## src/hdl/intervalTimers.sv

```systemverilog
`timescale 1ns/100ps
`default_nettype none

module intervalTimers #(
	parameter int PowerUpCycles = 7,
	parameter int InitRefreshCycles = 39,
	parameter int RefreshInterval = 375
) (
	input  wire logic Clock,
	input  wire logic Reset_L,
	input  wire logic loadPowerUp,                          // start the power up wait
	input  wire logic loadInitRefresh,                      // start the initial refresh loop span
	input  wire logic loadRefresh,                          // restart the refresh interval
	output      logic timerDone,
	output      logic refreshDue
);

	// general timer only needs to hold the larger of its two load values
	localparam int GenMax = (PowerUpCycles > InitRefreshCycles) ? PowerUpCycles : InitRefreshCycles;
	localparam int GenWidth = $clog2(GenMax + 1);
	localparam int RefWidth = $clog2(RefreshInterval + 1);

	logic [GenWidth-1:0] genCount;                          // counts down and parks at zero
	logic [RefWidth-1:0] refCount;                          // cycles left until the next refresh

	always_ff @(posedge Clock or negedge Reset_L) begin
		if (!Reset_L) begin
			genCount <= '0;
		end else if (loadPowerUp) begin
			genCount <= GenWidth'(PowerUpCycles);
		end else if (loadInitRefresh) begin
			genCount <= GenWidth'(InitRefreshCycles);
		end else if (genCount != '0) begin
			genCount <= genCount - 1'b1;                    // stops once it reaches zero
		end
	end

	always_ff @(posedge Clock or negedge Reset_L) begin
		if (!Reset_L) begin
			refCount <= '0;                                 // due at once, but ignored until idle
		end else if (loadRefresh) begin
			refCount <= RefWidth'(RefreshInterval);
		end else if (refCount != '0) begin
			refCount <= refCount - 1'b1;
		end
	end

	assign timerDone = (genCount == '0);
	assign refreshDue = (refCount == '0);                   // stays set until the next reload

endmodule

`default_nettype wire

```

## config.mk

```make
export PLATFORM = sky130hd
export DESIGN_NAME = intervalTimers
export DESIGN_NICKNAME = d
export VERILOG_FILES = /design/src/hdl/intervalTimers.sv
export SDC_FILE = /design/constraint.sdc
export NUM_CORES = 1
export LEC_CHECK = 0
export ABC_AREA = 1
export ABC_CLOCK_PERIOD_IN_PS = 1900
export BUFFER_PORTS_ARGS = -buffer_cell sky130_fd_sc_hd__buf_2
export CAP_MARGIN = 40
export CORE_MARGIN = 2
export CORE_UTILIZATION = 50
export CTS_BUF_LIST = sky130_fd_sc_hd__clkbuf_4 sky130_fd_sc_hd__clkbuf_8
export DETAILED_ROUTE_END_ITERATION = 8
export PLACE_DENSITY = 0.72
export SYNTH_ARGS = -nofsm -noshare
export SYNTH_HDL_FRONTEND = slang
export SYNTH_SLANG_ARGS = --single-unit
```

## constraint.sdc

```tcl
create_clock -name Clock -period 1.9 [get_ports Clock]
set_clock_uncertainty 0.1 [all_clocks]
set_input_delay 0.285 -clock Clock [delete_from_list [all_inputs] [get_ports Clock]]
set_output_delay 0.285 -clock Clock [all_outputs]
set_load 0.01 [all_outputs]
```

== Word level (Yosys, flattened, before mapping) ==
Cells that the tools add are included.

* Word-level logic and storage cells: 15
* Flip-flop bits (word level): 15
* Output and inout bits: 2
* Input bits: 5

* Reductions and logical operators: 6
* Multiplexer cells: 5
* $add $sub $neg: 2

{| class="wikitable"
|+ Operators by type and width
! kind !! number
|-
| two-way mux 6 bit || 3
|-
| two-way mux 9 bit || 2
|-
| logical NOT 9 bit || 1
|-
| nonzero test 9 bit || 1
|-
| subtractor 9 x 1 -> 9 bit (second input constant) || 1
|-
| logical NOT 6 bit || 1
|-
| nonzero test 6 bit || 1
|-
| subtractor 6 x 1 -> 6 bit (second input constant) || 1
|-
| nonzero test 3 bit || 1
|-
| nonzero test 2 bit || 1
|}

== Longest topological paths before layout ==
* Depth in word-level cells: 4
* Gate-level depth with buffers: 9
* Depth with buffers taken out: 9

== Least setup slack after synthesis ==
No wires, ideal clock.

* Path kind: register to output
* From: register refCount[0]
* To: output port refreshDue
* Stages on the path, launching flop included: 7
* Setup slack: 0.455 ns
* Arrival time: 1.060 ns
* Buffers on the path: 0
* Data required time: 1.515 ns
* Cells stage by stage: dfrtp_1 > inv_1 > ha_1 > inv_2 > nor2_4 > nand4_1 > nor2_1

* Word-level cells in the longest chain between the ends: 1

{| class="wikitable"
|+ Ends and longest elaborated chain
! item !! line !! RTL
|-
| start, declared || 24 || <nowiki>logic [RefWidth-1:0] refCount;</nowiki>
|-
| start signal, assigned || 42 || <nowiki>refCount <= RefWidth'(RefreshInterval);</nowiki>
|-
| start signal, assigned || 44 || <nowiki>refCount <= refCount - 1'b1;</nowiki>
|-
| logical NOT 9 bit || 49 || <nowiki>assign refreshDue = (refCount == '0);</nowiki>
|-
| end, declared || 15 || <nowiki>output logic refreshDue</nowiki>
|}

Every way passes these cells.

== Worst setup path after layout ==
* From: register refCount[1]
* To: output port refreshDue

Same word-level chain as after synthesis.

==> implementation parameters <==
Parameter                              Value

Power
  Switching Fraction ... 25.4%
  Worst IR drop on VDD ... between 0.4 and 0.5 mV
  Switching power of the nets ... around 0.14 mW
  Internal portion of total power ... approximately 0.42 mW
  Proportion of power drawn by the clock network ... between 30% and 40%
  Reported leakage power ... about 0.55 nW
  Part of the power in registers ... about three fifths
  Power per unit of standard cell area ... 558 nW/um^2
  Combinational power share ... ~9%

Critical path
  Crit path DAT ... roughly 1.4 ns
  Largest driver fanout on the critical path ... 3
  Worst R2R End ... refCount[0]
  Worst-case reg-to-reg path depth ... 10
  Type of origin of the critical path ... register
  Maximum single-stage delay on the critical path ... about 0.4 ns
  Worst setup path end ... refreshDue
  Source of the worst register-to-register timing path ... refCount[1]
  Critical path endpoint category ... primary output
  Crit path launch ... refCount[1]
  Data required time at the worst endpoint ... about 1.5 ns
  Internal reg-to-reg setup slack ... slightly above 0.3 ns
  Slowest cell on the critical path ... dfrtp_1
  Series of cell instances along the critical path ... inv_1, ha_1, inv_2, nor2_4, nand4_1, nor2_1, buf_2
  Critical path start-end classification ... register to primary output

Logic synthesis
  Synth unique cells ... 21
  Mapped Cells ... between 100 and 150
  Flip-flop and latch count after synthesis ... 15
  Warnings, synthesis ... 0
  Synthesized area divided by synthesized cell count ... approximately 7.5 sq um
  Cell area after synthesis ... approximately 910 sq um
  Sequential cell area fraction in the yosys report ... between 40% and 50%
  Mapped Nets ... about 130

Finish
  Share of layout cells above drive strength 1 ... about 17%
  Total Nets Final ... about 140
  Most frequent cells in the layout ... nand2_1, inv_1, nor2_1
  Final core area utilization ... 59.7%
  Most common cell after layout, fill and taps aside ... nand2_1
  Growth of design area from synthesis to finish ... 12.6%
  Layout Cell Area excl Fill ... around 1000 sq um
  Final std cells w/o fill ... between 150 and 200
  Number of diodes added for antenna fixing ... 0

Route
  Wire length reported by the detailed router ... approximately 1.6 mm
  Length of the first detailed-routing pass in iterations ... 2
  Per-cell via count in the routed design ... approximately 4.7
  Routed wire length per instance ... ~10 um
  Vias ... 754
  Remaining DRCs ... 0
  Antenna Violating Nets Remaining ... 0
  Iter 0 DRT Violations ... 10

Clock tree
  Latest clock arrival within the worst-skew pair ... 0.28 ns
  CTS Root Buffer Type ... clkbuf_4
  Clock buffer count from CTS ... 3
  TritonCTS clock tree ... built
  Total number of clock tree sinks ... 15
  Clock slew at the register clock pins of the worst setup and hold paths ... about 0.09 ns
  Number of cells upsized or downsized after cts ... 0
  Clock Path Buffers ... 2
  Number of levels the H-tree was split into ... 1

Die
  Starting utilization of the core area ... 53.0%
  Die Area ... 2170 sq um
  Die height ... between 40 and 50 um
  Placement Rows ... 15
  Core region area ... ~1700 sq um
  Width of the die ... 46.6 um
  Top Ports ... 7

GRT
  GR Overflow Total ... 0
  Pin count of the biggest net entering global routing ... 16
  Vias in the first global route ... a little over 700
  GRT Overall Usage ... between 10% and 20%
  Antenna violations before repair ... 0
  First-pass GRT wire length ... around 3 mm

Run status
  Outcome ... finished, final reports clean

STA
  Peak clock frequency supported by timing ... about 560 MHz
  Summed negative setup slack over all endpoints ... 0 ns
  Total count of hold-check failures in the final report ... 0
  Fraction of the cycle the final worst path needs ... between 90% and 100%
  Total count of max-transition violations in the final report ... 0
  Worst-Margin Slew ... 0.340 ns
  Count of final setup violators ... 0
  Final critical-path required period ... approximately 1.8 ns
  Worst max-slew margin expressed relative to the limit ... slightly below 80%

Placed design
  Placer Congestion ... 0.919
  Placed Instance Area ... 967 sq um
  Count of buffers from port buffering ... 6
  Placed wire-length estimate ... roughly 1.3 mm
  Number of placed cells counting well taps ... 152

Worst hold path
  Worst hold-check path type ... input pin to register

Run
  Max cap viols ... 0
==> Yosys cell counts, drive strengths merged <==
library cell	instances	area, sq um
nor2	23	115
a21oi	4	20.0
nand4	3	18.8
xor2	1	8.76
nand3	11	72.6
dfrtp	15	375
inv	23	86.3
o21ai	4	20.0
nand2	31	129
nand3b	2	15.0
o21a	1	7.51
ha	3	37.5
==> what timing repair did <==
item	4_1_cts	5_1_grt
buffers inserted	0	2
setup endpoints to repair	0	1
hold endpoints to repair	15	0
hold buffers	1	0
==> metrics by stage <==
stage                     power (mW)  hold slack [ns]  setup slack (ns)
after floorplan                0.371           -0.111             0.455
after global placement         0.388            0.111             0.376
after detailed placement       0.391            0.117             0.329
after CTS                      0.577            0.119           0.00287
after global routing           0.601            0.132          -0.00206
final                          0.569            0.127             0.116
==> cell families (layout without fill, tap and decap cells) <==
| family | after synthesis | count (layout) | share of synthesized area [%] |
|---|---|---|---|
| DFF | 15 | 15 | 41.4 |
| adders and majority gates | 3 | 3 | 4.14 |
| xor gates and xnor gates | 1 | 1 | 0.967 |
| and+or+nand+nor | 70 | 70 | 38.7 |
| buffers and inverters | 23 | 36 | 9.53 |
| AOI/OAI and AO/OA | 9 | 9 | 5.25 |
==> how the worst min path moves through the flow <==
| stage | start | end | slack (ns) | cells after the start |
|---|---|---|---|---|
| 2_1_floorplan | Reset_L | genCount[0] | -0.11 | 0 |
| 3_3_place_gp | Reset_L | refCount[8] | 0.11 | 1 |
| 3_5_place_dp | Reset_L | refCount[8] | 0.12 | 1 |
| 4_1_cts | loadInitRefresh | genCount[1] | 0.12 | 3 |
| 5_1_grt | loadInitRefresh | genCount[1] | 0.13 | 3 |
| 6_report | loadInitRefresh | genCount[1] | 0.13 | 3 |
==> worst max-delay path, delay by kind of cell (launching register included) <==
family / cells / cell delay [ns]
buffers and inverters: 3 / 0.26
flip-flops: 1 / 0.40
AND/OR/NAND/NOR: 3 / 0.28
adder cells (fa/ha/maj): 1 / 0.18
==> flip-flops by register name, summed over array words and instances, names as in the netlist <==
signal    cells
refCount      9
genCount      6
==> routing by layer <==
layer / GRT usage (%) / vias to the layer above / routed length (um)
li1: - / 399 / -
met1: 22.0 / 348 / 687
met2: 34.7 / 5 / 908
met3: 2.35 / 2 / 31
met4: 8.57 / 0 / 13
met5: 0 / - / 0
==> layout make-up <==
type	instances	area [sq um]
fill	165	688
multi-input combinational	83	444
sequential	15	375
inverter	23	86.3
timing repair buffer	9	55.1
tap	25	31.3
clock buffer	3	22.5
clock inverter	1	5.00
==> power groups by stage <==
stage               clock network (mW)  logic, mW  registers, mW
floorplan                            0     0.0315          0.339
finish                           0.183     0.0525          0.334
detailed placement                   0     0.0500          0.341
global route                     0.203     0.0627          0.335
CTS                              0.191     0.0516          0.334
global placement                     0     0.0484          0.340
Note: power is estimated with default switching activity, not from simulation.
