### src/hdl/sdramPkg.sv
`default_nettype none

package sdramPkg;

	//////////////////////////////////////////////////////////////////////
	// widths of the 68000 side and the SDRAM side
	//////////////////////////////////////////////////////////////////////

	localparam int DataWidth = 16;                          // one 16 bit word per access
	localparam int RowWidth = 13;                           // 8192 rows, also the SDRAM address bus
	localparam int ColWidth = 10;                           // 1024 columns per row
	localparam int BankWidth = 2;                           // four internal banks
	localparam int AutoPrechargeBit = 10;                   // A10 selects auto or all-bank precharge

	localparam logic [RowWidth-1:0] ModeRegisterValue = 13'h220; // CAS latency 2 with burst length 1

	// command bits are CKE, CS, RAS, CAS and WE from msb to lsb
	typedef enum logic [4:0] {
		CmdPowerUp     = 5'b00000,                          // CKE and CS held low while power settles
		CmdNop         = 5'b10111,
		CmdRead        = 5'b10101,                          // auto precharge when A10 is high
		CmdWrite       = 5'b10100,                          // auto precharge when A10 is high
		CmdAutoRefresh = 5'b10001,
		CmdActivate    = 5'b10011,                          // opens the row given on the address bus
		CmdPrecharge   = 5'b10010,                          // all banks when A10 is high
		CmdModeSet     = 5'b10000
	} sdramCmd_e;

	// the initialisation states come first so that a range test finds them
	typedef enum logic [4:0] {
		StInit, StPowerWait,
		StInitNop, StInitPrecharge,
		StInitNop2, StInitRefresh, StInitNop3, StInitNop4, StInitNop5,
		StModeSet, StModeNop1, StModeNop2, StModeNop3,
		StIdle, StActivateWait, StWrite,
		StReadCmd, StReadWait, StReadLatch,
		StCycleEnd,
		StRefPrecharge, StRefNop, StRefCmd, StRefNop1, StRefNop2, StRefNop3
	} seqState_e;

	typedef struct packed {
		logic [BankWidth-1:0] bank;                         // address bits 24 to 23
		logic [RowWidth-1:0]  row;                          // address bits 22 to 10
		logic [ColWidth-1:0]  column;                       // address bits 9 to 0
		logic                 isWrite;                      // set when WE_L was low at capture
		logic [DataWidth-1:0] writeData;                    // word taken from the CPU data bus
	} cpuRequest_t;

	typedef struct packed {
		sdramCmd_e            cmd;                          // command for the next rising edge
		logic [RowWidth-1:0]  addr;                         // row, column or mode word
		logic [BankWidth-1:0] bank;
		logic                 driveData;                    // FPGA owns DQ in this cycle
		logic                 latchRead;                    // capture DQ on the following falling edge
		logic                 dtack;                        // acknowledge the CPU, active high here
		logic                 cpuRun;                       // releases the CPU reset
	} sdramDrive_t;

endpackage

`default_nettype wire
### src/hdl/cpuRequestCapture.sv
`timescale 1ns/100ps
`default_nettype none

module cpuRequestCapture (
	input  wire logic                          Clock,
	input  wire logic                          Reset_L,
	input  wire logic [31:0]                   Address,       // full 68000 address bus
	input  wire logic [sdramPkg::DataWidth-1:0] DataIn,
	input  wire logic                          DramSelect_L,
	input  wire logic                          AS_L,
	input  wire logic                          WE_L,          // low for a CPU write
	input  wire logic                          capture,       // one cycle pulse when a request is taken
	input  wire logic                          dataCapture,   // one cycle pulse when a strobe arrives
	output      sdramPkg::cpuRequest_t         request,
	output      logic                          accessStart
);
	import sdramPkg::*;

	cpuRequest_t liveRequest;                               // fields split straight off the bus
	cpuRequest_t heldRequest;                               // fields kept for the whole transaction

	always_comb begin
		liveRequest.bank = Address[24:23];                  // bank select bits
		liveRequest.row = Address[22:10];                   // 13 bit row
		liveRequest.column = Address[9:0];                  // 10 bit column
		liveRequest.isWrite = !WE_L;
		liveRequest.writeData = DataIn;
	end

	always_ff @(posedge Clock or negedge Reset_L) begin
		if (!Reset_L) begin
			heldRequest <= '0;
		end else if (capture) begin
			heldRequest <= liveRequest;                     // whole request at the start of a cycle
		end else if (dataCapture) begin
			heldRequest.writeData <= DataIn;                // data is only valid once a strobe is low
		end
	end

	// the capture cycle itself already needs the fields, so they pass straight through then
	always_comb begin
		request = heldRequest;
		if (capture) begin
			request = liveRequest;
		end else if (dataCapture) begin
			request.writeData = DataIn;                     // same bypass for the write word
		end
	end

	assign accessStart = !DramSelect_L && !AS_L;            // CPU has put a DRAM address on the bus

endmodule

`default_nettype wire

### config.mk
export PLATFORM = sky130hd
export DESIGN_NAME = cpuRequestCapture
export DESIGN_NICKNAME = d
export VERILOG_FILES = /design/src/hdl/sdramPkg.sv /design/src/hdl/cpuRequestCapture.sv
export SDC_FILE = /design/constraint.sdc
export NUM_CORES = 1
export LEC_CHECK = 0
export BUFFER_PORTS_ARGS = -buffer_cell sky130_fd_sc_hd__buf_2
export CORE_MARGIN = 10
export CORE_UTILIZATION = 38
export DETAILED_ROUTE_END_ITERATION = 10
export PLACE_DENSITY = 0.74
export SLEW_MARGIN = 20
export SYNTH_ARGS = -nofsm -noshare
export SYNTH_HDL_FRONTEND = slang
export SYNTH_SLANG_ARGS = --single-unit
export TNS_END_PERCENT = 50
### constraint.sdc
create_clock -name Clock -period 0.8 [get_ports Clock]
set_input_delay 0.08 -clock Clock [delete_from_list [all_inputs] [get_ports Clock]]
set_output_delay 0.08 -clock Clock [all_outputs]
set_load 0.01 [all_outputs]
# --- Yosys cells after proc, flatten, opt, wreduce, memory -nomap -nowiden ---
# Index checks and enable logic that the tools add are counted.
word_totals:
  in_bits: 55
  word_cells: 12
  out_inout_bits: 43
  ff_bits: 42
classes:
  n_mux: 3
  n_reduce_logical: 4
op_table:
  columns: ["op", "n"]
  rows:
  - ["$mux W16", 2]
  - ["$mux W26", 1]
  - ["$logic_not A1 Y1", 3]
  - ["$logic_and A1 B1 Y1", 1]

# --- Depth between registers and ports, before layout ---
# Gate-level depths: netlist of the first run.
depth:
  word_depth: 2
  ltp_mapped: 4
  ltp_nobuf: 2

# --- Worst setup path before layout of the first run ---
# No wires, ideal clock.
synth_path:
  path_type: "in2reg"
  start: "input capture"
  end: "register heldRequest[10] in the netlist's numbering"
  slack_ns: -0.144
  t_arrival_ns: 0.811
  stages: 4
  n_path_buf: 2
  required_ns: 0.667
  setup_ns: 0.133
  cell_sequence: "buf_6 nor2_8 buf_12 mux2_4"
synth_rtl:
  columns: ["element", "line_no", "text"]
  rows:
  - ["from (decl)", "cpuRequestCapture.sv:12", "input wire logic capture,"]
  - ["to (signal assigned)", "cpuRequestCapture.sv:34", "heldRequest <= liveRequest;"]
  - ["to (decl)", "cpuRequestCapture.sv:20", "cpuRequest_t heldRequest;"]

==> results of run 1 <==
[metrics by stage]
stage	setup TNS [ns]	instances
after floorplan	-3.408	91
after global placement	-15.69	233
after detailed placement	-16.21	233
after CTS	-14.63	244
after global routing	-16.81	250
final	-14.74	250
[final timing paths]
check	cells past startpoint	slack [ns]	start	endpoint
setup / recovery	2	-0.36	heldRequest[40]	request[40]
max in group asynchronous	3	0.31	Reset_L	heldRequest[9]
setup reg to reg	3	-0.18	heldRequest[40]	heldRequest[40]
hold / removal	2	0.03	DataIn[10]	heldRequest[10]
min in group asynchronous	3	0.29	Reset_L	heldRequest[19]
hold reg to reg	1	0.50	heldRequest[10]	heldRequest[10]
[critical path: stages, from the launching register on]
cell and delay (ns):
dfrtp_1 0.38, mux2_4 0.29, buf_6 0.13
[report_power, final]
group / switching [mW] / leakage (nW) / internal [mW]
logic: 0.526 / 0.864 / 0.844
registers: 0.0592 / 0.491 / 2.32
clock network: 0.709 / 0.0438 / 0.587
total: 1.29 / 1.40 / 3.75
[layer usage]
| layer | track usage, % | vias up | wire (um) | share of wire (%) |
|---|---|---|---|---|
| met4 | 3.593 | 0 | 33 | 0.68 |
| met3 | 7.758 | 4 | 497 | 10 |
| met1 | 12.46 | 570 | 1783 | 37 |
| li1 | - | 530 | - | - |
| met5 | 0 | - | 0 | 0 |
| met2 | 21.59 | 53 | 2555 | 52 |
[logic make-up after synthesis]
| logic type | Yosys count | synth area share (%) |
|---|---|---|
| AND/OR/NAND/NOR | 2 | 1.451 |
| buffers and inverters | 5 | 3.285 |
| flip-flops | 42 | 64.17 |
| multiplexers | 42 | 31.09 |
[repair_timing]
action / in CTS / in global routing
endpoints found under the setup margin: 42 / 45
hold buffers: 1 / 0
buffers inserted: 3 / 6
gates resized for setup: 52 / 22
endpoints found under the hold margin: 42 / 0
[final cells by class]
type	instances	share of cell area [%]
Clock buffer	5	2.524
Tap cell	50	2.295
Clock inverter	2	0.3671
Sequential cell	42	38.55
Multi-Input combinational cell	44	22.85
Inverter	1	0.1377
Timing Repair Buffer	106	33.27
[layout by cell type, fill, tap and decap left out]
master	netlist	final
buf_4	1	2
nor2_1	1	1
mux2_2	31	7
dlygate4sd3_1	0	1
mux2i_1	1	1
mux2_4	10	34
nor2_8	1	1
buf_2	0	50
inv_1	1	1
clkinv_2	0	2
buf_6	2	49
clkbuf_8	0	5
dfrtp_1	42	42
buf_12	1	4
==> run metrics, run 1 <==
Mapped Cells=91; Final nets=255; CTS tree=yes; Die Span Y=85.65 um; HP Class=in2reg; Design Area, Final=2726 um^2; crit-path max FO=2; antenna cell count=0; largest net degree at the start of global routing=43; Starting Density=40.08%; 1st-pass router iterations=5; via/cell ratio=4.628; Iter 0 DRT Violations=40; fraction of registers with async set/reset=100.0%; top post-synthesis cells by area=dfrtp_1 (64%), mux2_2 (21%), mux2_4 (9.2%); setup violators final=48; worst clock skew=0 ns; YS warnings=0; MaxCap Viol Count=0; layout cells sized above 1=77.00%; Die W=85.65 um; total CTS buffers=5; Filler cells=277; total grt overflow=0; Final WS setup=-0.3602 ns; vias=1157; clock latency on the worst-skew pair=0.29 ns; Worst Setup Slack post-DPL=-0.2594 ns; register bit total from synthesis=42; most common cell in the netlist=dfrtp_1; RSZ-0062 raised after global routing=true; Worst EP required=0.72 ns; CTS sink cnt=42; routability cong.=0.6934; Slew HR=87.08%; core area=4086 um^2; crit end category=output port; maximum buffer depth of the clock tree=2; library cells used by synthesis=10; antenna viol nets, final=0; fmax=861.9 MHz; multi-input logic area=623.1 um^2; area grow syn2layout=66.46%; Mapped Area=1638 um^2; PD cells=1850 nW/um^2; Residual DRC=0; most flop-heavy register=heldRequest; Mapped Avg Cell Area=18.00 um^2; minimum clock period=1.160 ns; final count of pins violating max slew=0; Clock Tree Root=clkbuf_8; initial antenna violation count=0; worst-margin pin slew=0.1885 ns; EDFF count, synth=0; DP Area=2196 um^2; Peak VDD IR=0.001411 V; crit share post-route=145.0%; max FFs per register=42; area of the die=7336 um^2; FF+latch area=1051 um^2; hold_ws=0.02984 ns; I/O pin count=98; Crit Path Class=reg2out; top cell type by total area after synthesis=dfrtp_1; GR Util All Layers=12.61%; CP startpoint kind=flip-flop; Post-Syn Nets=146; number of global-route vias before repair=1337; Post-synth top cells=dfrtp_1 (42), mux2_2 (31), mux2_4 (10); status=finished with violations; drt wl/cell=19.48 um; H-tree depth=2; clock transition at the registers of the reported paths=0.08 ns; failing checks=negative setup slack; Final Hold Fails=0; top_reg_cell synth=dfrtp_1; sequential fraction of the synthesis area=64.17%; Util after Layout=66.72%; FP Rows=23; final WL=4870 um; total power=5.043 mW; # port buffers=90; biggest regs=heldRequest: 42 flops; first-pass GRT wire length=7231 um; P_leak=1.399 nW; Worst Path Arrival=1.08 ns; share of the synthesized area in the top cell type=64.17%
Power figures use the tool's default switching activity.
==> inputs of run 2 (changes only) <==
--- a/config.mk
+++ b/config.mk
@@ -5,11 +5,13 @@
 export SDC_FILE = /design/constraint.sdc
 export NUM_CORES = 1
 export LEC_CHECK = 0
+export ABC_AREA = 1
 export BUFFER_PORTS_ARGS = -buffer_cell sky130_fd_sc_hd__buf_2
 export CORE_MARGIN = 10
 export CORE_UTILIZATION = 38
 export DETAILED_ROUTE_END_ITERATION = 10
-export PLACE_DENSITY = 0.74
+export PLACE_DENSITY = 0.75
+export SETUP_SLACK_MARGIN = 0.1
 export SLEW_MARGIN = 20
 export SYNTH_ARGS = -nofsm -noshare
 export SYNTH_HDL_FRONTEND = slang
==> run 2 against run 1 <==
The run still ends with negative setup slack left. Worst hold slack worse by 0.020 ns. Critical path depth up 1. Final area up 15%.
==> run metrics, run 2 <==
vias=1767; first-pass GRT wire length=8694 um; setup_tns=-9.853 ns; Hold EP=heldRequest[22]; P_int=3.824 mW; HP Class=in2reg; CTS tree=yes; failing checks=negative setup slack; antenna viol nets, final=0; core area=4086 um^2; biggest regs=heldRequest: 42 flops; # port buffers=90; commonest non-fill, non-tap cell in the layout=nand2_1; I/O pin count=98; Worst Path Arrival=0.95 ns; sequential fraction of the synthesis area=64.47%; worst-margin pin slew=0.2583 ns; busiest layer in global routing=met2; CTS sink cnt=42; Peak VDD IR=0.001423 V; Mapped Area=1630 um^2; clock latency on the worst-skew pair=0.28 ns; crit share post-route=128.3%; number of global-route vias before repair=1894; EDFF count, synth=0; worst clock skew=0 ns; Starting Density=39.90%; crit end category=output port; Die W=85.50 um; via/cell ratio=4.429; P_leak=1.751 nW; final count of pins violating max slew=0; Final Hold Fails=0; 1st-pass router iterations=4; hpwl dp=3385 um; Reg power frac=45.5%; Hold Startpoint=Address[5]; Die Span Y=85.50 um; Residual DRC=0; layout cells sized above 1=55.59%; initial antenna violation count=0; most flop-heavy register=heldRequest; Post-Syn Nets=234; Slew HR=82.60%; multi-input logic area=546.8 um^2; Final WS setup=-0.2262 ns; status=finished with violations; library cells used by synthesis=11; PD cells=1653 nW/um^2; clock transition at the registers of the reported paths=0.07 ns; hold depth=3; setup violators final=66; hold_ws=0.01016 ns; crit-path leading delay family=flip-flops; area grow syn2layout=91.94%; reg-to-reg endpoint=heldRequest[2]; Worst Setup Slack post-DPL=-0.08899 ns; FF+latch area=1051 um^2; total grt overflow=0; met1 usage=16.60%; CP startpoint kind=flip-flop; H-tree depth=2; antenna cell count=0; register bit total from synthesis=42; sw frac=26.06%; final WL=5455 um; Final nets=404; Mapped Avg Cell Area=9.108 um^2; most common cell in the netlist=nand2_1; total power=5.172 mW; setup slack, reg-to-reg=-0.18 ns; maximum buffer depth of the clock tree=2; Clock power frac=24.1%; slowest CP cell=dfrtp_1; Util after Layout=76.58%; met3 Use GR=5.960%; CP Buf/Inv Count=1; RR Startpoint=heldRequest[2]; fmax=974.4 MHz; NetSw=1.348 mW; CP peak stage delay=0.38 ns; top_reg_cell synth=dfrtp_1; Clock Tree Root=clkbuf_8; Crit Path Class=reg2out; area of the die=7310 um^2; most frequent cells in the layout=nand2_1 (93), buf_2 (77), buf_6 (60); Post-synth top cells=nand2_1 (106), dfrtp_1 (42), o21ai_0 (15); fraction of registers with async set/reset=100.0%; top cell type by total area after synthesis=dfrtp_1; crit-path max FO=2; FF-to-FF path depth=5; max FFs per register=42; Filler cells=289; Worst EP required=0.72 ns; Iter 0 DRT Violations=45; FP Rows=23; MaxCap Viol Count=0; GR Util met2=23.57%; drt wl/cell=13.67 um; top post-synthesis cells by area=dfrtp_1 (64%), nand2_1 (24%), o21ai_0 (4.6%); largest net degree at the start of global routing=43; routability cong.=0.7355; Mapped Cells=179; total CTS buffers=5; CP cell instances=nand2_1 > nand2_2 > buf_6; Comb pwr share=30.4%; share of the synthesized area in the top cell type=64.47%; YS warnings=0; GR Util All Layers=14.19%; minimum clock period=1.026 ns; RSZ-0062 raised after global routing=true
==> run 2: changes by cell type in the layout (fill, tap and decap cells not counted), sizes merged <==
cell | previous run | this run
nand2 | 0 | 108
buf | 105 | 171
mux2 | 41 | 0
o21ai | 0 | 17
clkbuf | 5 | 7
clkinv | 2 | 0
mux2i | 1 | 0
==> run 2: power groups by stage <==
stage               combinational (mW)  sequential [mW]  clock (mW)
floorplan                        0.391             2.38           0
global placement                 0.929             2.39           0
detailed placement               0.945             2.39           0
CTS                               1.33             2.35        1.30
global route                      1.71             2.37        1.40
finish                            1.57             2.35        1.25
==> run 2: kinds of logic after synthesis <==
kind of cell / synth area share, %
flops: 64.47
buf+inv: 4.221
simple gates: 26.09
compound gates: 5.219
==> run 2: worst max path at each step <==
stage | from | end | slack [ns] | cells after the start
floorplan | capture | heldRequest[0] | 0.07 | 4
global placement | dataCapture | request[3] | -0.09 | 5
detailed placement | capture | request[28] | -0.09 | 5
CTS | heldRequest[16] | request[16] | -0.21 | 3
global route | heldRequest[14] | request[14] | -0.29 | 3
finish | heldRequest[2] | request[2] | -0.23 | 3
==> run 2: cell type report <==
cell class,count,area share (%)
clock buffer,7,2.439
inverter,1,0.1200
multi-input combinational,127,17.47
sequential,42,33.59
tap,50,1.999
timing repair buffer,172,44.38
==> run 2: stage by stage <==
stage               std cells  cell area [um^2]
floorplan                 179              1630
global placement          335              2328
detailed placement        335              2328
CTS                       386              2872
global route              399              3129
finish                    399              3129
==> run 2: timing repair <==
| item | in CTS | in global routing |
|---|---|---|
| hold buffers | 1 | 0 |
| pin swaps | 50 | 21 |
| buffers inserted | 43 | 13 |
| endpoints found under the hold margin | 45 | 0 |
| endpoints found under the setup margin | 59 | 74 |
| gates resized for setup | 36 | 40 |
==> run 2: per-layer routing <==
metal	vias to the layer above	part of all wire [%]
li1	890	-
met2	62	52
met1	813	41
met5	-	0
met4	0	0.24
met3	2	6.8
==> run 2: tightest hold or removal path: stages <==
cell and delay [ns]:
buf_2 0.07, nand2_1 0.04, nand2_1 0.06
==> inputs of run 3 (changes only) <==
--- a/config.mk
+++ b/config.mk
@@ -8,9 +8,9 @@
 export ABC_AREA = 1
 export BUFFER_PORTS_ARGS = -buffer_cell sky130_fd_sc_hd__buf_2
 export CORE_MARGIN = 10
-export CORE_UTILIZATION = 38
+export CORE_UTILIZATION = 42
 export DETAILED_ROUTE_END_ITERATION = 10
-export PLACE_DENSITY = 0.75
+export PLACE_DENSITY = 0.78
 export SETUP_SLACK_MARGIN = 0.1
 export SLEW_MARGIN = 20
 export SYNTH_ARGS = -nofsm -noshare
==> constraint.sdc (replaced) <==
create_clock -name Clock -period 0.99 [get_ports Clock]
set_input_delay 0.099 -clock Clock [delete_from_list [all_inputs] [get_ports Clock]]
set_output_delay 0.099 -clock Clock [all_outputs]
set_load 0.01 [all_outputs]
==> run 3 against run 2 <==
The flow still finishes with violations (negative setup slack). Global-route usage is 0.071 points lower. Setup slack better by 0.16 ns. Clock-buffer cell count stayed put. Via count is 8.8% lower. Core utilization is 4.3 points lower. First-iteration DRC count grew to 2.6 times the previous value. Worst hold slack better by 0.015 ns. Flip-flop and latch count stayed put. Non-clock buffer count is 41 lower. Wire length is 6.5% lower. Sequential share of layout area is 5.6 points higher. Critical endpoint is now request[12].
==> run metrics, run 3 (synthesized netlist as in run 2, its figures left out) <==
status=finished with violations; failing checks=negative setup slack; layout cells sized above 1=50.49%; first-pass GRT wire length=7383 um; routability cong.=0.7424; via/cell ratio=4.515; core area=3716 um^2; setup violators final=39; number of global-route vias before repair=1541; setup_tns=-0.6049 ns; Util after Layout=72.26%; Worst EP required=0.89 ns; H-tree depth=2; RSZ-0062 raised after global routing=true; Die Span Y=82.31 um; crit-path max FO=2; Clock Tree Root=clkbuf_8; Filler cells=272; GR Util All Layers=14.12%; total power=3.946 mW; fmax=950.0 MHz; most frequent cells in the layout=nand2_1 (92), buf_2 (77), dfrtp_1 (42); Crit Path Class=reg2out; worst-margin pin slew=0.2223 ns; Peak VDD IR=0.001294 V; largest net degree at the start of global routing=43; MaxCap Viol Count=0; HP Class=in2reg; area grow syn2layout=64.70%; P_leak=1.513 nW; initial antenna violation count=0; FF+latch area=1051 um^2; final count of pins violating max slew=0; minimum clock period=1.053 ns; commonest non-fill, non-tap cell in the layout=nand2_1; Final nets=363; Worst Setup Slack post-DPL=0.02526 ns; total CTS buffers=5; clock latency on the worst-skew pair=0.28 ns; max FFs per register=42; vias=1612; placed instance count=319; maximum buffer depth of the clock tree=2; clock transition at the registers of the reported paths=0.08 ns; 1st-pass router iterations=4; antenna cell count=0; Layout Cells excl Fill=357; most flop-heavy register=heldRequest; Residual DRC=0; crit share post-route=106.3%; Die W=82.31 um; Design Area, Final=2685 um^2; area of the die=6774 um^2; Iter 0 DRT Violations=115; drt wl/cell=14.29 um; Starting Density=43.87%; Final Hold Fails=0; # port buffers=90; CTS tree=yes; worst clock skew=0 ns; CTS sink cnt=42; hold_ws=0.02489 ns; FP Rows=22; CP startpoint kind=flip-flop; Final WS setup=-0.06261 ns; setup slack, reg-to-reg=0.01 ns; DP Area=2208 um^2; crit end category=output port; total grt overflow=0; hpwl dp=3273 um; PD cells=1469 nW/um^2; I/O pin count=98; antenna viol nets, final=0; biggest regs=heldRequest: 42 flops; multi-input logic area=549.3 um^2; Worst Path Arrival=0.95 ns; Slew HR=85.18%; final WL=5103 um
==> run 3: cell count changes in the layout (fill, tap and decap cells not counted) <==
cell	change
o21ai_1	-3
buf_4	-3
clkbuf_8	+1
clkbuf_1	-1
clkinv_2	+1
buf_6	-37
o21ai_0	+3
nand2_1	-1
nand2_2	+1
buf_12	-1
==> run 3: what timing repair did <==
item                                   4_1_cts  5_1_grt
setup endpoints to repair                   42       47
resized for setup                           17       25
pin swaps                                   28       27
setup buffers                               20        9
hold buffers                                 1        0
endpoints found under the hold margin       43        0
==> run 3: final cells by class <==
class	count	area share (%)
sequential	42	39.14
inverter	1	0.1398
timing repair buffer	131	34.62
clock buffer	7	3.215
tap	48	2.237
clock inverter	1	0.1864
multi-input combinational	127	20.46
==> run 3: critical path, stage by stage (launching register included) <==
cell and delay, ns:
dfrtp_1 0.37, nand2_1 0.08, nand2_2 0.08, buf_6 0.14
==> run 3: report_power, final <==
part	switching, mW	internal (mW)	total (mW)
clock	0.529	0.562	1.09
combinational	0.458	0.494	0.952
sequential	0.0415	1.86	1.90
==> run 3: path summary, 6_finish.rpt <==
kind / startpoint / endpoint / depth (start not counted)
setup / recovery: heldRequest[12] / request[12] / 3
hold / removal: Address[11] / heldRequest[28] / 3
setup reg to reg: heldRequest[12] / heldRequest[12] / 5
hold reg to reg: heldRequest[33] / heldRequest[33] / 2
max in group asynchronous: Reset_L / heldRequest[35] / 3
min in group asynchronous: Reset_L / heldRequest[7] / 3
==> run 3: layer usage <==
metal | up-vias | track usage, % | part of all wire, % | wire [um]
li1 | 810 | - | - | -
met1 | 738 | 15.94 | 39 | 1978
met2 | 57 | 23.87 | 52 | 2669
met3 | 7 | 5.292 | 7.0 | 355
met4 | 0 | 5.102 | 1.9 | 99
met5 | - | 0 | 0 | 0
