### src/hdl/sdramPkg.sv
`default_nettype none

package sdramPkg;

	//////////////////////////////////////////////////////////////////////
	// widths of the 68000 side and the SDRAM side
	//////////////////////////////////////////////////////////////////////

	localparam int DataWidth = 16;                          // one 16 bit word per access
	localparam int RowWidth = 13;                           // 8192 rows, also the SDRAM address bus
	localparam int ColWidth = 10;                           // 1024 columns per row
	localparam int BankWidth = 2;                           // four internal banks
	localparam int AutoPrechargeBit = 10;                   // A10 selects auto or all-bank precharge

	localparam logic [RowWidth-1:0] ModeRegisterValue = 13'h220; // CAS latency 2 with burst length 1

	// command bits are CKE, CS, RAS, CAS and WE from msb to lsb
	typedef enum logic [4:0] {
		CmdPowerUp     = 5'b00000,                          // CKE and CS held low while power settles
		CmdNop         = 5'b10111,
		CmdRead        = 5'b10101,                          // auto precharge when A10 is high
		CmdWrite       = 5'b10100,                          // auto precharge when A10 is high
		CmdAutoRefresh = 5'b10001,
		CmdActivate    = 5'b10011,                          // opens the row given on the address bus
		CmdPrecharge   = 5'b10010,                          // all banks when A10 is high
		CmdModeSet     = 5'b10000
	} sdramCmd_e;

	// the initialisation states come first so that a range test finds them
	typedef enum logic [4:0] {
		StInit, StPowerWait,
		StInitNop, StInitPrecharge,
		StInitNop2, StInitRefresh, StInitNop3, StInitNop4, StInitNop5,
		StModeSet, StModeNop1, StModeNop2, StModeNop3,
		StIdle, StActivateWait, StWrite,
		StReadCmd, StReadWait, StReadLatch,
		StCycleEnd,
		StRefPrecharge, StRefNop, StRefCmd, StRefNop1, StRefNop2, StRefNop3
	} seqState_e;

	typedef struct packed {
		logic [BankWidth-1:0] bank;                         // address bits 24 to 23
		logic [RowWidth-1:0]  row;                          // address bits 22 to 10
		logic [ColWidth-1:0]  column;                       // address bits 9 to 0
		logic                 isWrite;                      // set when WE_L was low at capture
		logic [DataWidth-1:0] writeData;                    // word taken from the CPU data bus
	} cpuRequest_t;

	typedef struct packed {
		sdramCmd_e            cmd;                          // command for the next rising edge
		logic [RowWidth-1:0]  addr;                         // row, column or mode word
		logic [BankWidth-1:0] bank;
		logic                 driveData;                    // FPGA owns DQ in this cycle
		logic                 latchRead;                    // capture DQ on the following falling edge
		logic                 dtack;                        // acknowledge the CPU, active high here
		logic                 cpuRun;                       // releases the CPU reset
	} sdramDrive_t;

endpackage

`default_nettype wire
### src/hdl/dramSequencer.sv
`timescale 1ns/100ps
`default_nettype none

module dramSequencer (
	input  wire logic                  Clock,
	input  wire logic                  Reset_L,
	input  wire sdramPkg::cpuRequest_t request,
	input  wire logic                  accessStart,
	input  wire logic                  UDS_L,
	input  wire logic                  LDS_L,
	input  wire logic                  AS_L,
	input  wire logic                  timerDone,
	input  wire logic                  refreshDue,
	output      logic                  capture,
	output      logic                  dataCapture,
	output      logic                  loadPowerUp,
	output      logic                  loadInitRefresh,
	output      logic                  loadRefresh,
	output      sdramPkg::sdramDrive_t drive
);
	import sdramPkg::*;

	seqState_e state;                                       // current controller state
	seqState_e nextState;

	always_ff @(posedge Clock or negedge Reset_L) begin
		if (!Reset_L) begin
			state <= StInit;                                // every reset restarts the power up sequence
		end else begin
			state <= nextState;
		end
	end

	always_comb begin
		nextState = state;                                  // stay unless a case moves on
		capture = 1'b0;
		dataCapture = 1'b0;
		loadPowerUp = 1'b0;
		loadInitRefresh = 1'b0;
		loadRefresh = 1'b0;
		drive.cmd = CmdNop;
		drive.addr = '0;
		drive.bank = '0;
		drive.driveData = 1'b0;
		drive.latchRead = 1'b0;
		drive.dtack = 1'b0;
		drive.cpuRun = !(state inside {[StInit:StModeNop3]}); // CPU held in reset until init ends

		case (state)
			//////////////////////////////////////////////////////////////////////
			// power up and initialisation
			//////////////////////////////////////////////////////////////////////
			StInit: begin
				drive.cmd = CmdPowerUp;
				loadPowerUp = 1'b1;
				nextState = StPowerWait;
			end
			StPowerWait: begin
				drive.cmd = CmdPowerUp;                     // CKE stays low for the whole wait
				if (timerDone) begin
					nextState = StInitNop;
				end
			end
			StInitNop: nextState = StInitPrecharge;         // first command with CKE high
			StInitPrecharge: begin
				drive.cmd = CmdPrecharge;
				drive.addr[AutoPrechargeBit] = 1'b1;        // all banks
				nextState = StInitNop2;
			end
			StInitNop2: begin
				loadInitRefresh = 1'b1;                     // span of the refresh loop below
				nextState = StInitRefresh;
			end
			StInitRefresh: begin
				drive.cmd = CmdAutoRefresh;
				nextState = StInitNop3;
			end
			StInitNop3: nextState = StInitNop4;
			StInitNop4: nextState = StInitNop5;
			StInitNop5: begin
				nextState = timerDone ? StModeSet : StInitRefresh; // keep refreshing until the span ends
			end
			StModeSet: begin
				drive.cmd = CmdModeSet;
				drive.addr = ModeRegisterValue;             // bank stays zero for the base mode register
				nextState = StModeNop1;
			end
			StModeNop1: nextState = StModeNop2;
			StModeNop2: nextState = StModeNop3;
			StModeNop3: begin
				loadRefresh = 1'b1;                         // first refresh interval starts here
				nextState = StIdle;
			end

			//////////////////////////////////////////////////////////////////////
			// idle and CPU accesses
			//////////////////////////////////////////////////////////////////////
			StIdle: begin
				if (refreshDue) begin
					nextState = StRefPrecharge;             // refresh wins over a waiting CPU
				end else if (accessStart) begin
					capture = 1'b1;
					drive.cmd = CmdActivate;
					drive.addr = request.row;
					drive.bank = request.bank;
					nextState = request.isWrite ? StActivateWait : StReadCmd;
				end
			end
			StActivateWait: begin
				if (!UDS_L || !LDS_L) begin                 // write data is valid on the bus now
					dataCapture = 1'b1;
					drive.cmd = CmdWrite;
					drive.addr = RowWidth'(request.column);
					drive.addr[AutoPrechargeBit] = 1'b1;
					drive.bank = request.bank;
					drive.driveData = 1'b1;
					drive.dtack = 1'b1;
					nextState = StWrite;
				end
			end
			StWrite: begin
				drive.driveData = 1'b1;                     // data held one more cycle after the write
				drive.dtack = 1'b1;
				nextState = StCycleEnd;
			end
			StReadCmd: begin
				drive.cmd = CmdRead;
				drive.addr = RowWidth'(request.column);
				drive.addr[AutoPrechargeBit] = 1'b1;        // precharge once the word is out
				drive.bank = request.bank;
				nextState = StReadWait;
			end
			StReadWait: nextState = StReadLatch;            // first cycle of CAS latency
			StReadLatch: begin
				drive.latchRead = 1'b1;                     // lands on the falling edge after CAS latency
				nextState = StCycleEnd;
			end
			StCycleEnd: begin
				drive.dtack = 1'b1;
				if (AS_L) begin                             // CPU has finished its bus cycle
					nextState = StIdle;
				end
			end

			//////////////////////////////////////////////////////////////////////
			// periodic refresh
			//////////////////////////////////////////////////////////////////////
			StRefPrecharge: begin
				drive.cmd = CmdPrecharge;
				drive.addr[AutoPrechargeBit] = 1'b1;
				nextState = StRefNop;
			end
			StRefNop: nextState = StRefCmd;
			StRefCmd: begin
				drive.cmd = CmdAutoRefresh;
				nextState = StRefNop1;
			end
			StRefNop1: nextState = StRefNop2;
			StRefNop2: nextState = StRefNop3;
			StRefNop3: begin
				loadRefresh = 1'b1;
				nextState = StIdle;
			end
			default: nextState = StInit;
		endcase
	end

endmodule

`default_nettype wire

### config.mk
export PLATFORM = sky130hd
export DESIGN_NAME = dramSequencer
export DESIGN_NICKNAME = d
export VERILOG_FILES = /design/src/hdl/sdramPkg.sv /design/src/hdl/dramSequencer.sv
export SDC_FILE = /design/constraint.sdc
export NUM_CORES = 1
export LEC_CHECK = 0
export ABC_AREA = 1
export BUFFER_PORTS_ARGS = -buffer_cell sky130_fd_sc_hd__buf_2
export CORE_ASPECT_RATIO = 1.2
export CORE_MARGIN = 8
export CORE_UTILIZATION = 39
export CTS_CLUSTER_DIAMETER = 40
export DETAILED_ROUTE_END_ITERATION = 6
export GPL_TIMING_DRIVEN = 0
export MAX_ROUTING_LAYER = met4
export PLACE_DENSITY = 0.9
export SETUP_SLACK_MARGIN = 0.15
export SYNTH_ARGS = -nofsm -noshare
export SYNTH_HDL_FRONTEND = slang
export SYNTH_SLANG_ARGS = --single-unit
### constraint.sdc
create_clock -name Clock -period 1.8 [get_ports Clock]
set_clock_uncertainty 0.1 [all_clocks]
set_input_delay 0.18 -clock Clock [delete_from_list [all_inputs] [get_ports Clock]]
set_output_delay 0.18 -clock Clock [all_outputs]
set_load 0.02 [all_outputs]
# Yosys cells after proc, flatten, opt, wreduce, memory -nomap -nowiden
# Index checks and enable logic that the tools add are counted.
op_classes:
  magnitude_cmp: 2
  n_bitwise: 0
  shift: 0
  n_eq_ne: 29
  muxes: 27
  n_mul: 0
  reduce_logical: 14
  addsub: 0
  div_mod_pow: 0
ops:
  columns: ["operator", "count"]
  rows:
  - ["case mux 5 bit (24 select lines)", 1]
  - ["two-way mux 18 bit", 3]
  - ["equality test 5 bit (second input constant)", 10]
  - ["equality test 5 x 4 -> 1 bit (second input constant)", 8]
  - ["case mux 10 bit (4 select lines)", 1]
  - ["case mux 5 bit (7 select lines)", 1]
  - ["two-way mux 5 bit", 6]
  - ["equality test 5 x 3 -> 1 bit (second input constant)", 4]
  - ["OR reduction 2 bit", 6]
  - ["equality test 5 x 2 -> 1 bit (second input constant)", 2]
  - ["two-way mux 1 bit", 9]
  - ["!= test 2 bit (second input constant)", 3]
  - ["case mux 2 bit (3 select lines)", 1]
  - ["equality test 5 x 1 -> 1 bit (second input constant)", 1]
  - ["greater-or-equal comparator 5 x 1 -> 1 bit (second input constant)", 1]
  - ["less-or-equal comparator 5 x 4 -> 1 bit (second input constant)", 1]
  - ["logical NOT 5 bit", 1]
  - ["two-way mux 4 bit", 1]
  - ["case mux 1 bit (2 select lines)", 2]
  - ["case mux 2 bit (2 select lines)", 1]
  - ["AND reduction 4 bit", 1]
  - ["logical NOT 1 bit", 3]
  - ["!= test 3 bit (second input constant)", 1]
  - ["case mux 1 bit (3 select lines)", 1]
  - ["other kinds (3)", 3]
totals:
  n_memories: 0
  input_bits: 50
  out_inout_bits: 29
  latch_bits: 0
  elab_cells: 73
  mem_bits_rw: 0
  regBits: 5
  romBits: 0

# Logic depth before layout (Yosys ltp)
# Gate-level depths: netlist of the first run.
depth:
  ltp_word: 4
  mapped_depth: 9
  ltp_nobuf: 9

# Worst setup path before layout of the first run
# No wires, ideal clock.
synth_timing:
  kind: "register to output"
  start: "register state[1]"
  end: "output port drive[4] (netlist name)"
  path_buffers: 1
  t_arrival_ns: 1.412
  path_slack_ns: 0.108
  path_stages_with_launch: 7
  required_time_ns: 1.520
  path_cell_list: "dfrtp_1 -> nor2_2 -> nand3_1 -> nand2_2 -> buf_6 -> nor2_2 -> nor2_1"
synth_rtl:
  columns: ["element", "line", "source"]
  rows:
  - ["from (decl)", "dramSequencer.sv:23", "seqState_e state;"]
  - ["from (signal assigned)", "dramSequencer.sv:28", "state <= StInit;"]
  - ["from (signal assigned)", "dramSequencer.sv:30", "state <= nextState;"]
  - ["to (decl)", "dramSequencer.sv:19", "output sdramPkg::sdramDrive_t drive"]

==> out/metrics.csv, run 1 <==
stage;metric;value;unit
cts;clock root cell;clkbuf_4;
worst_setup_path;Largest delay share family, worst path;simple AND/OR/NAND/NOR gates;
logic_synthesis;Synth Flop Type;dfrtp_1;
placement;# port buffers;61;
floorplan;Die Ht;71.32;um
final_layout;Top reg by flops;state;
worst_hold_path;Worst Hold Class;input pin to register;
logic_synthesis;post-synth top area share;0.2000;
logic_synthesis;top cells by count, synth;53 x nand2_1, 25 x nand3_1, 21 x inv_1;
logic_synthesis;post-synthesis cell area;994.7;um^2
route;average vias per placed instance;5.331;
logic_synthesis;cell taking the most area after synthesis;nand2_1;
logic_synthesis;Synth Area per Inst;5.652;um^2
logic_synthesis;Area contributors post-synth;nand2_1 20%, dfrtp_1 13%, nand3_1 13%, inv_1 7.9%, nor2_1 7.5%;
logic_synthesis;Synth async-reset ratio;1.000;
floorplan;Die ar.;4429;um^2
worst_setup_path;critical path launch point type;register;
placement;routability cong.;0.9205;
floorplan;die width;62.10;um
final_layout;Nets;317;
global_routing;number of global-route vias before repair;1505;
power;Peak VDD IR;1.072;mV
worst_setup_path;Worst Setup End Kind;output port;
timing;endpoints failing hold;0;
cts;clock buffer depth;2;
worst_setup_path;crit-path most repeated cell;nand2_4;
logic_synthesis;#FFs+latches synth;5;
floorplan;Initial Util;0.4015;
cts;CTS tree;built;
final_layout;area occupied by multi-input gates;847.1;um^2
final_layout;ratio of cells with drive above 1 in the final layout;0.5188;
final_layout;Non-Filler Instances;299;
final_layout;max reg flops;5;
logic_synthesis;Synth Warn #;0;
route;routed len/inst;16.85;um
logic_synthesis;sequential fraction of the synthesis area;0.1258;
route;Routed Antenna Nets;0;
floorplan;CORE AREA;2477;um^2
worst_setup_path;max incr delay on CP;0.44;ns
worst_setup_path;crit path max fanout;5;
floorplan;Rows;20;
placement;HPWL Detailed;2918;um
timing;Slew Limit Fails;0;
timing;worst setup margin;-0.2252;ns
cts;clock latency on the worst-skew pair;0.25;ns
power;Lkg Pwr;1.095;nW
global_routing;largest net degree at the start of global routing;11;
power;Design Power;2.677;mW
worst_setup_path;kind of critical path;register to output port;
floorplan;# IOs;79;
timing;fin crit share;1.125;
timing;RSZ-0062 raised after global routing;true;
final_layout;antenna fix cells;0;
timing;final setup vio count;20;
outcome;failing checks;negative setup slack;
logic_synthesis;most numerous cell in the Yosys netlist;nand2_1;
final_layout;area delta synth->final;82.01;%
logic_synthesis;post-synth net total;226;
worst_setup_path;Worst Path Arrival;1.75;ns
cts;Num CTS Buffers;3;
route;via count;1594;
final_layout;Reg area;131.4;um^2
global_routing;first-pass GRT wire length;6782;um
job;max_cap viols;0;
global_routing;antenna violations before repair;0;
route;DRT Pass-1 Iters;4;
global_routing;Remaining Overflow, GRT;0;
power;power per cell area;1478;nW/um^2
worst_setup_path;Max stage delay cell, worst path;dfrtp_2;
route;DRC viols;0;
logic_synthesis;Mapped Cells;176;
cts;clock-pin transition on the worst setup and hold timing paths;0.05;ns
worst_setup_path;Bufs and invs on worst path;3;
cts;clk sink count;5;
worst_setup_path;worst path cell trace;inv_4 -> nand2_4 -> nor3_4 -> nand2_2 -> nand2_4 -> buf_6 -> nor2_4 -> nor2_1 -> buf_4;
timing;Period minus WS final;2.025;ns
route;Post-Route WL;5037;um
route;DRT iter0 DRCs;118;
timing;Hold WS;0.1340;ns
logic_synthesis;number of flops mapped to enable cells by yosys;0;
final_layout;Fill cells;192;
placement;dpl cells;270;
timing;f_max;493.8;MHz
placement;worst slack, placed;-0.08695;ns
worst_setup_path;data required time of the worst path;1.52;ns
cts;CTS H-tree lvls;1;
global_routing;Total Routing Usage GR;0.1864;
final_layout;Regs by FF count;state: 5 flops;
logic_synthesis;distinct cell type count of the synthesized netlist;23;
outcome;run status;finished, violations left;
layout by cell type, fill, tap and decap left out:
cell,n
clkbuf_4,3
nor2_2,8
nand4_2,1
conb_1,1
nor2_4,9
o21ai_0,6
clkbuf_1,1
a22o_1,8
nand2_1,49
nand3_2,4
buf_4,34
o21ai_1,1
nand2_2,5
inv_1,21
nand2_4,6
nand3_1,20
dlygate4sd3_1,1
inv_4,2
nor3_1,1
nand3b_1,3
or2_4,1
dfrtp_2,5
nor3_4,1
buf_6,20
nor2_1,13
nand3_4,2
buf_2,35
a21oi_1,3
inv_2,2
final cells by class:
type,count,share of cell area
repair buffers,86,0.3449
clock buffers,4,0.01451
plain buffers,4,0.02281
inverters,25,0.05460
flip-flops and latches,5,0.07256
multi-input cells,142,0.4679
well taps,33,0.02281
per-layer routing:
| metal | up-vias | global-route usage | part of all wire |
|---|---|---|---|
| li1 | 745 | - | - |
| met1 | 722 | 0.1766 | 0.36 |
| met2 | 105 | 0.3491 | 0.52 |
| met3 | 22 | 0.04212 | 0.079 |
| met4 | 0 | 0.08831 | 0.041 |
| met5 | - | - | 0 |
tightest hold or removal path, cell delays in order:
cell and delay, ns:
buf_2 0.07, or2_4 0.12, nand2_1 0.07
through the flow:
stage	instance area, um^2	util	setup TNS (ns)
floorplan	999.7	-	0
global placement	1346	0.5434	-0.5722
detailed placement	1346	0.5434	-0.6401
CTS	1619	0.6535	-2.363
global route	1810	0.7308	-4.163
finish	1810	0.7308	-2.722
worst paths after layout:
check | startpoint | to | slack (ns) | cells after the start
hold / removal | AS_L | state[4]$_DFFE_PN0P_ | 0.13 | 3
max in group asynchronous | Reset_L | state[2]$_DFFE_PN0P_ | 1.29 | 2
setup reg to reg | state[0]$_DFFE_PN0P_ | state[0]$_DFFE_PN0P_ | 0.19 | 9
setup / recovery | state[0]$_DFFE_PN0P_ | drive[4] | -0.23 | 9
min in group asynchronous | Reset_L | state[0]$_DFFE_PN0P_ | 0.16 | 2
hold reg to reg | state[0]$_DFFE_PN0P_ | state[0]$_DFFE_PN0P_ | 0.61 | 3
timing repair:
action,CTS,global route
pin swaps,6,12
setup endpoints to repair,30,33
resized for setup,46,31
gates cloned,1,1
setup buffers,12,10
endpoints found under the hold margin,5,0
hold buffers,1,0
kinds of logic after synthesis:
family | share of synthesized area
AO/OA/AOI/OAI | 0.1207
other | 0.003770
flip-flops | 0.1258
AND/OR/NAND/NOR | 0.6138
buffers and inverters | 0.1358
where the power goes:
part	leakage [nW]	switching (mW)	internal, mW
registers	0.0579	0.123	0.175
clock network	0.0150	0.0513	0.0842
logic	1.02	1.32	0.926
total	1.10	1.49	1.18
Note: power is estimated with default switching activity, not from simulation.
==> run 2: changes to the inputs <==
CORE_MARGIN = 2   (was 8)
CORE_UTILIZATION = 30   (was 39)
PLACE_DENSITY = 0.63   (was 0.9)
==> run 2 against run 1 <==
Compared with the run above:
- the flow still finishes with violations (negative setup slack)
- highest routed layer unchanged
- largest cell class unchanged
- critical path depth fell by 1
- design area rose by 20%
- worst hold slack improved by 0.0060 ns
- register-to-register slack got worse by 0.13 ns
- first-iteration DRC count fell by 40%
==> out/metrics.csv, run 2 (synthesis gave the netlist of run 1 again) <==
stage;metric;value;unit
global_routing;number of global-route vias before repair;1375;
final_layout;Top reg by flops;state;
cts;CTS tree;built;
worst_setup_path;crit path max fanout;5;
global_routing;antenna violations before repair;0;
final_layout;max reg flops;5;
floorplan;CORE AREA;3110;um^2
final_layout;Non-Filler Instances;319;
floorplan;Initial Util;0.3198;
placement;# port buffers;61;
final_layout;Fill cells;255;
placement;HPWL Detailed;2581;um
cts;clock latency on the worst-skew pair;0.23;ns
timing;final setup vio count;22;
cts;Num CTS Buffers;3;
cts;clock-pin transition on the worst setup and hold timing paths;0.04;ns
worst_setup_path;Largest delay share family, worst path;buffers and inverters;
final_layout;area occupied by multi-input gates;979.7;um^2
cts;clock buffer depth;2;
final_layout;ratio of cells with drive above 1 in the final layout;0.6360;
worst_setup_path;max incr delay on CP;0.42;ns
route;Routed Antenna Nets;0;
route;Post-Route WL;4470;um
route;via count;1611;
timing;Hold WS;0.1400;ns
floorplan;Rows;22;
final_layout;antenna fix cells;0;
placement;routability cong.;0.8828;
final_layout;Regs by FF count;state: 5 flops;
worst_setup_path;worst path cell trace;buf_6 -> nor2_4 -> buf_4 -> nand3_4 -> nand2_4 -> buf_6 -> a22o_1 -> buf_6;
timing;RSZ-0062 raised after global routing;true;
final_layout;area delta synth->final;119.1;%
final_layout;Finished Cell Area;2180;um^2
global_routing;Total Routing Usage GR;0.1901;
floorplan;Die Ht;67.08;um
final_layout;most frequent cells in the layout;41 x nand2_1, 40 x buf_6, 34 x buf_2, 30 x buf_4, 17 x inv_1;
timing;endpoints failing hold;0;
outcome;run status;finished, violations left;
final_layout;Nets;334;
floorplan;Die ar.;3794;um^2
route;DRT Pass-1 Iters;4;
worst_setup_path;Worst Setup End Kind;output port;
global_routing;Remaining Overflow, GRT;0;
timing;fin crit share;1.107;
final_layout;final core utilization;0.7007;
global_routing;first-pass GRT wire length;5623;um
worst_setup_path;data required time of the worst path;1.52;ns
power;Lkg Pwr;1.249;nW
job;max_cap viols;0;
cts;CTS H-tree lvls;1;
worst_setup_path;kind of critical path;register to output port;
timing;Slew Limit Fails;0;
worst_setup_path;crit-path most repeated cell;buf_6;
worst_setup_path;Worst Path Arrival;1.71;ns
timing;Period minus WS final;1.993;ns
power;Peak VDD IR;1.665;mV
floorplan;die width;56.57;um
floorplan;# IOs;79;
outcome;failing checks;negative setup slack;
worst_hold_path;Worst Hold Class;input pin to register;
route;average vias per placed instance;5.050;
cts;clk sink count;5;
timing;f_max;501.6;MHz
route;DRC viols;0;
timing;worst setup margin;-0.1935;ns
placement;dpl cells;273;
final_layout;Reg area;131.4;um^2
placement;Post-Place Cell Area;1350;um^2
route;DRT iter0 DRCs;71;
worst_setup_path;critical path launch point type;register;
power;Design Power;3.285;mW
cts;clock root cell;clkbuf_4;
route;routed len/inst;14.01;um
worst_setup_path;Max stage delay cell, worst path;dfrtp_2;
worst_setup_path;Bufs and invs on worst path;4;
final_layout;most common cell after layout, fill and taps aside;nand2_1;
global_routing;largest net degree at the start of global routing;11;
power;power per cell area;1507;nW/um^2
-- run 2: layer usage --
metal / global-route usage / vias up / part of all wire
met5: - / - / 0
met4: 0.07440 / 0 / 0.043
met3: 0.02330 / 19 / 0.085
met2: 0.3619 / 95 / 0.52
met1: 0.1977 / 717 / 0.35
li1: - / 780 / -
-- run 2: where the power goes --
| part | leakage (nW) | switching, mW | total (mW) | internal (mW) |
|---|---|---|---|---|
| logic | 1.18 | 1.56 | 2.87 | 1.31 |
| clock network | 0.0150 | 0.0401 | 0.124 | 0.0834 |
| registers | 0.0579 | 0.115 | 0.290 | 0.175 |
| total | 1.25 | 1.72 | 3.28 | 1.57 |
-- run 2: repair_timing --
action                                 CTS  global route
cloned                                   2             0
setup buffers                           15            24
endpoints found under the hold margin    5             0
gates resized for setup                 53            81
hold buffers                             1             0
setup endpoints to repair               28            32
pin swaps                                5            30
-- run 2: per-stage QoR --
stage          setup slack (ns)  TNS [ns]
3_5_place_dp           -0.08233   -0.7939
6_report                -0.1935    -3.220
4_1_cts                 -0.1867    -3.032
2_1_floorplan            0.1077         0
3_3_place_gp            -0.1000    -1.004
5_1_grt                 -0.2670    -4.976
-- run 2: path summary, 6_finish.rpt --
check	start	end	slack (ns)	cells after the start
max	state[2]$_DFFE_PN0P_	drive[10]	-0.19	8
min	AS_L	state[4]$_DFFE_PN0P_	0.14	3
max reg2reg	state[3]$_DFFE_PN0P_	state[2]$_DFFE_PN0P_	0.06	11
min reg2reg	state[0]$_DFFE_PN0P_	state[0]$_DFFE_PN0P_	0.62	3
max in group asynchronous	Reset_L	state[3]$_DFFE_PN0P_	1.26	2
min in group asynchronous	Reset_L	state[4]$_DFFE_PN0P_	0.20	2
-- run 2: tightest hold or removal path, stage by stage --
cell and delay (ns):
buf_2 0.07, or2_4 0.12, nand2_1 0.06
-- run 2: final cells by class --
cell class	instances	area share
flip-flops and latches	5	0.06028
multi-input cells	142	0.4495
clock buffers	4	0.01206
well taps	36	0.02067
inverters	25	0.04650
repair buffers	103	0.3921
plain buffers	4	0.01894
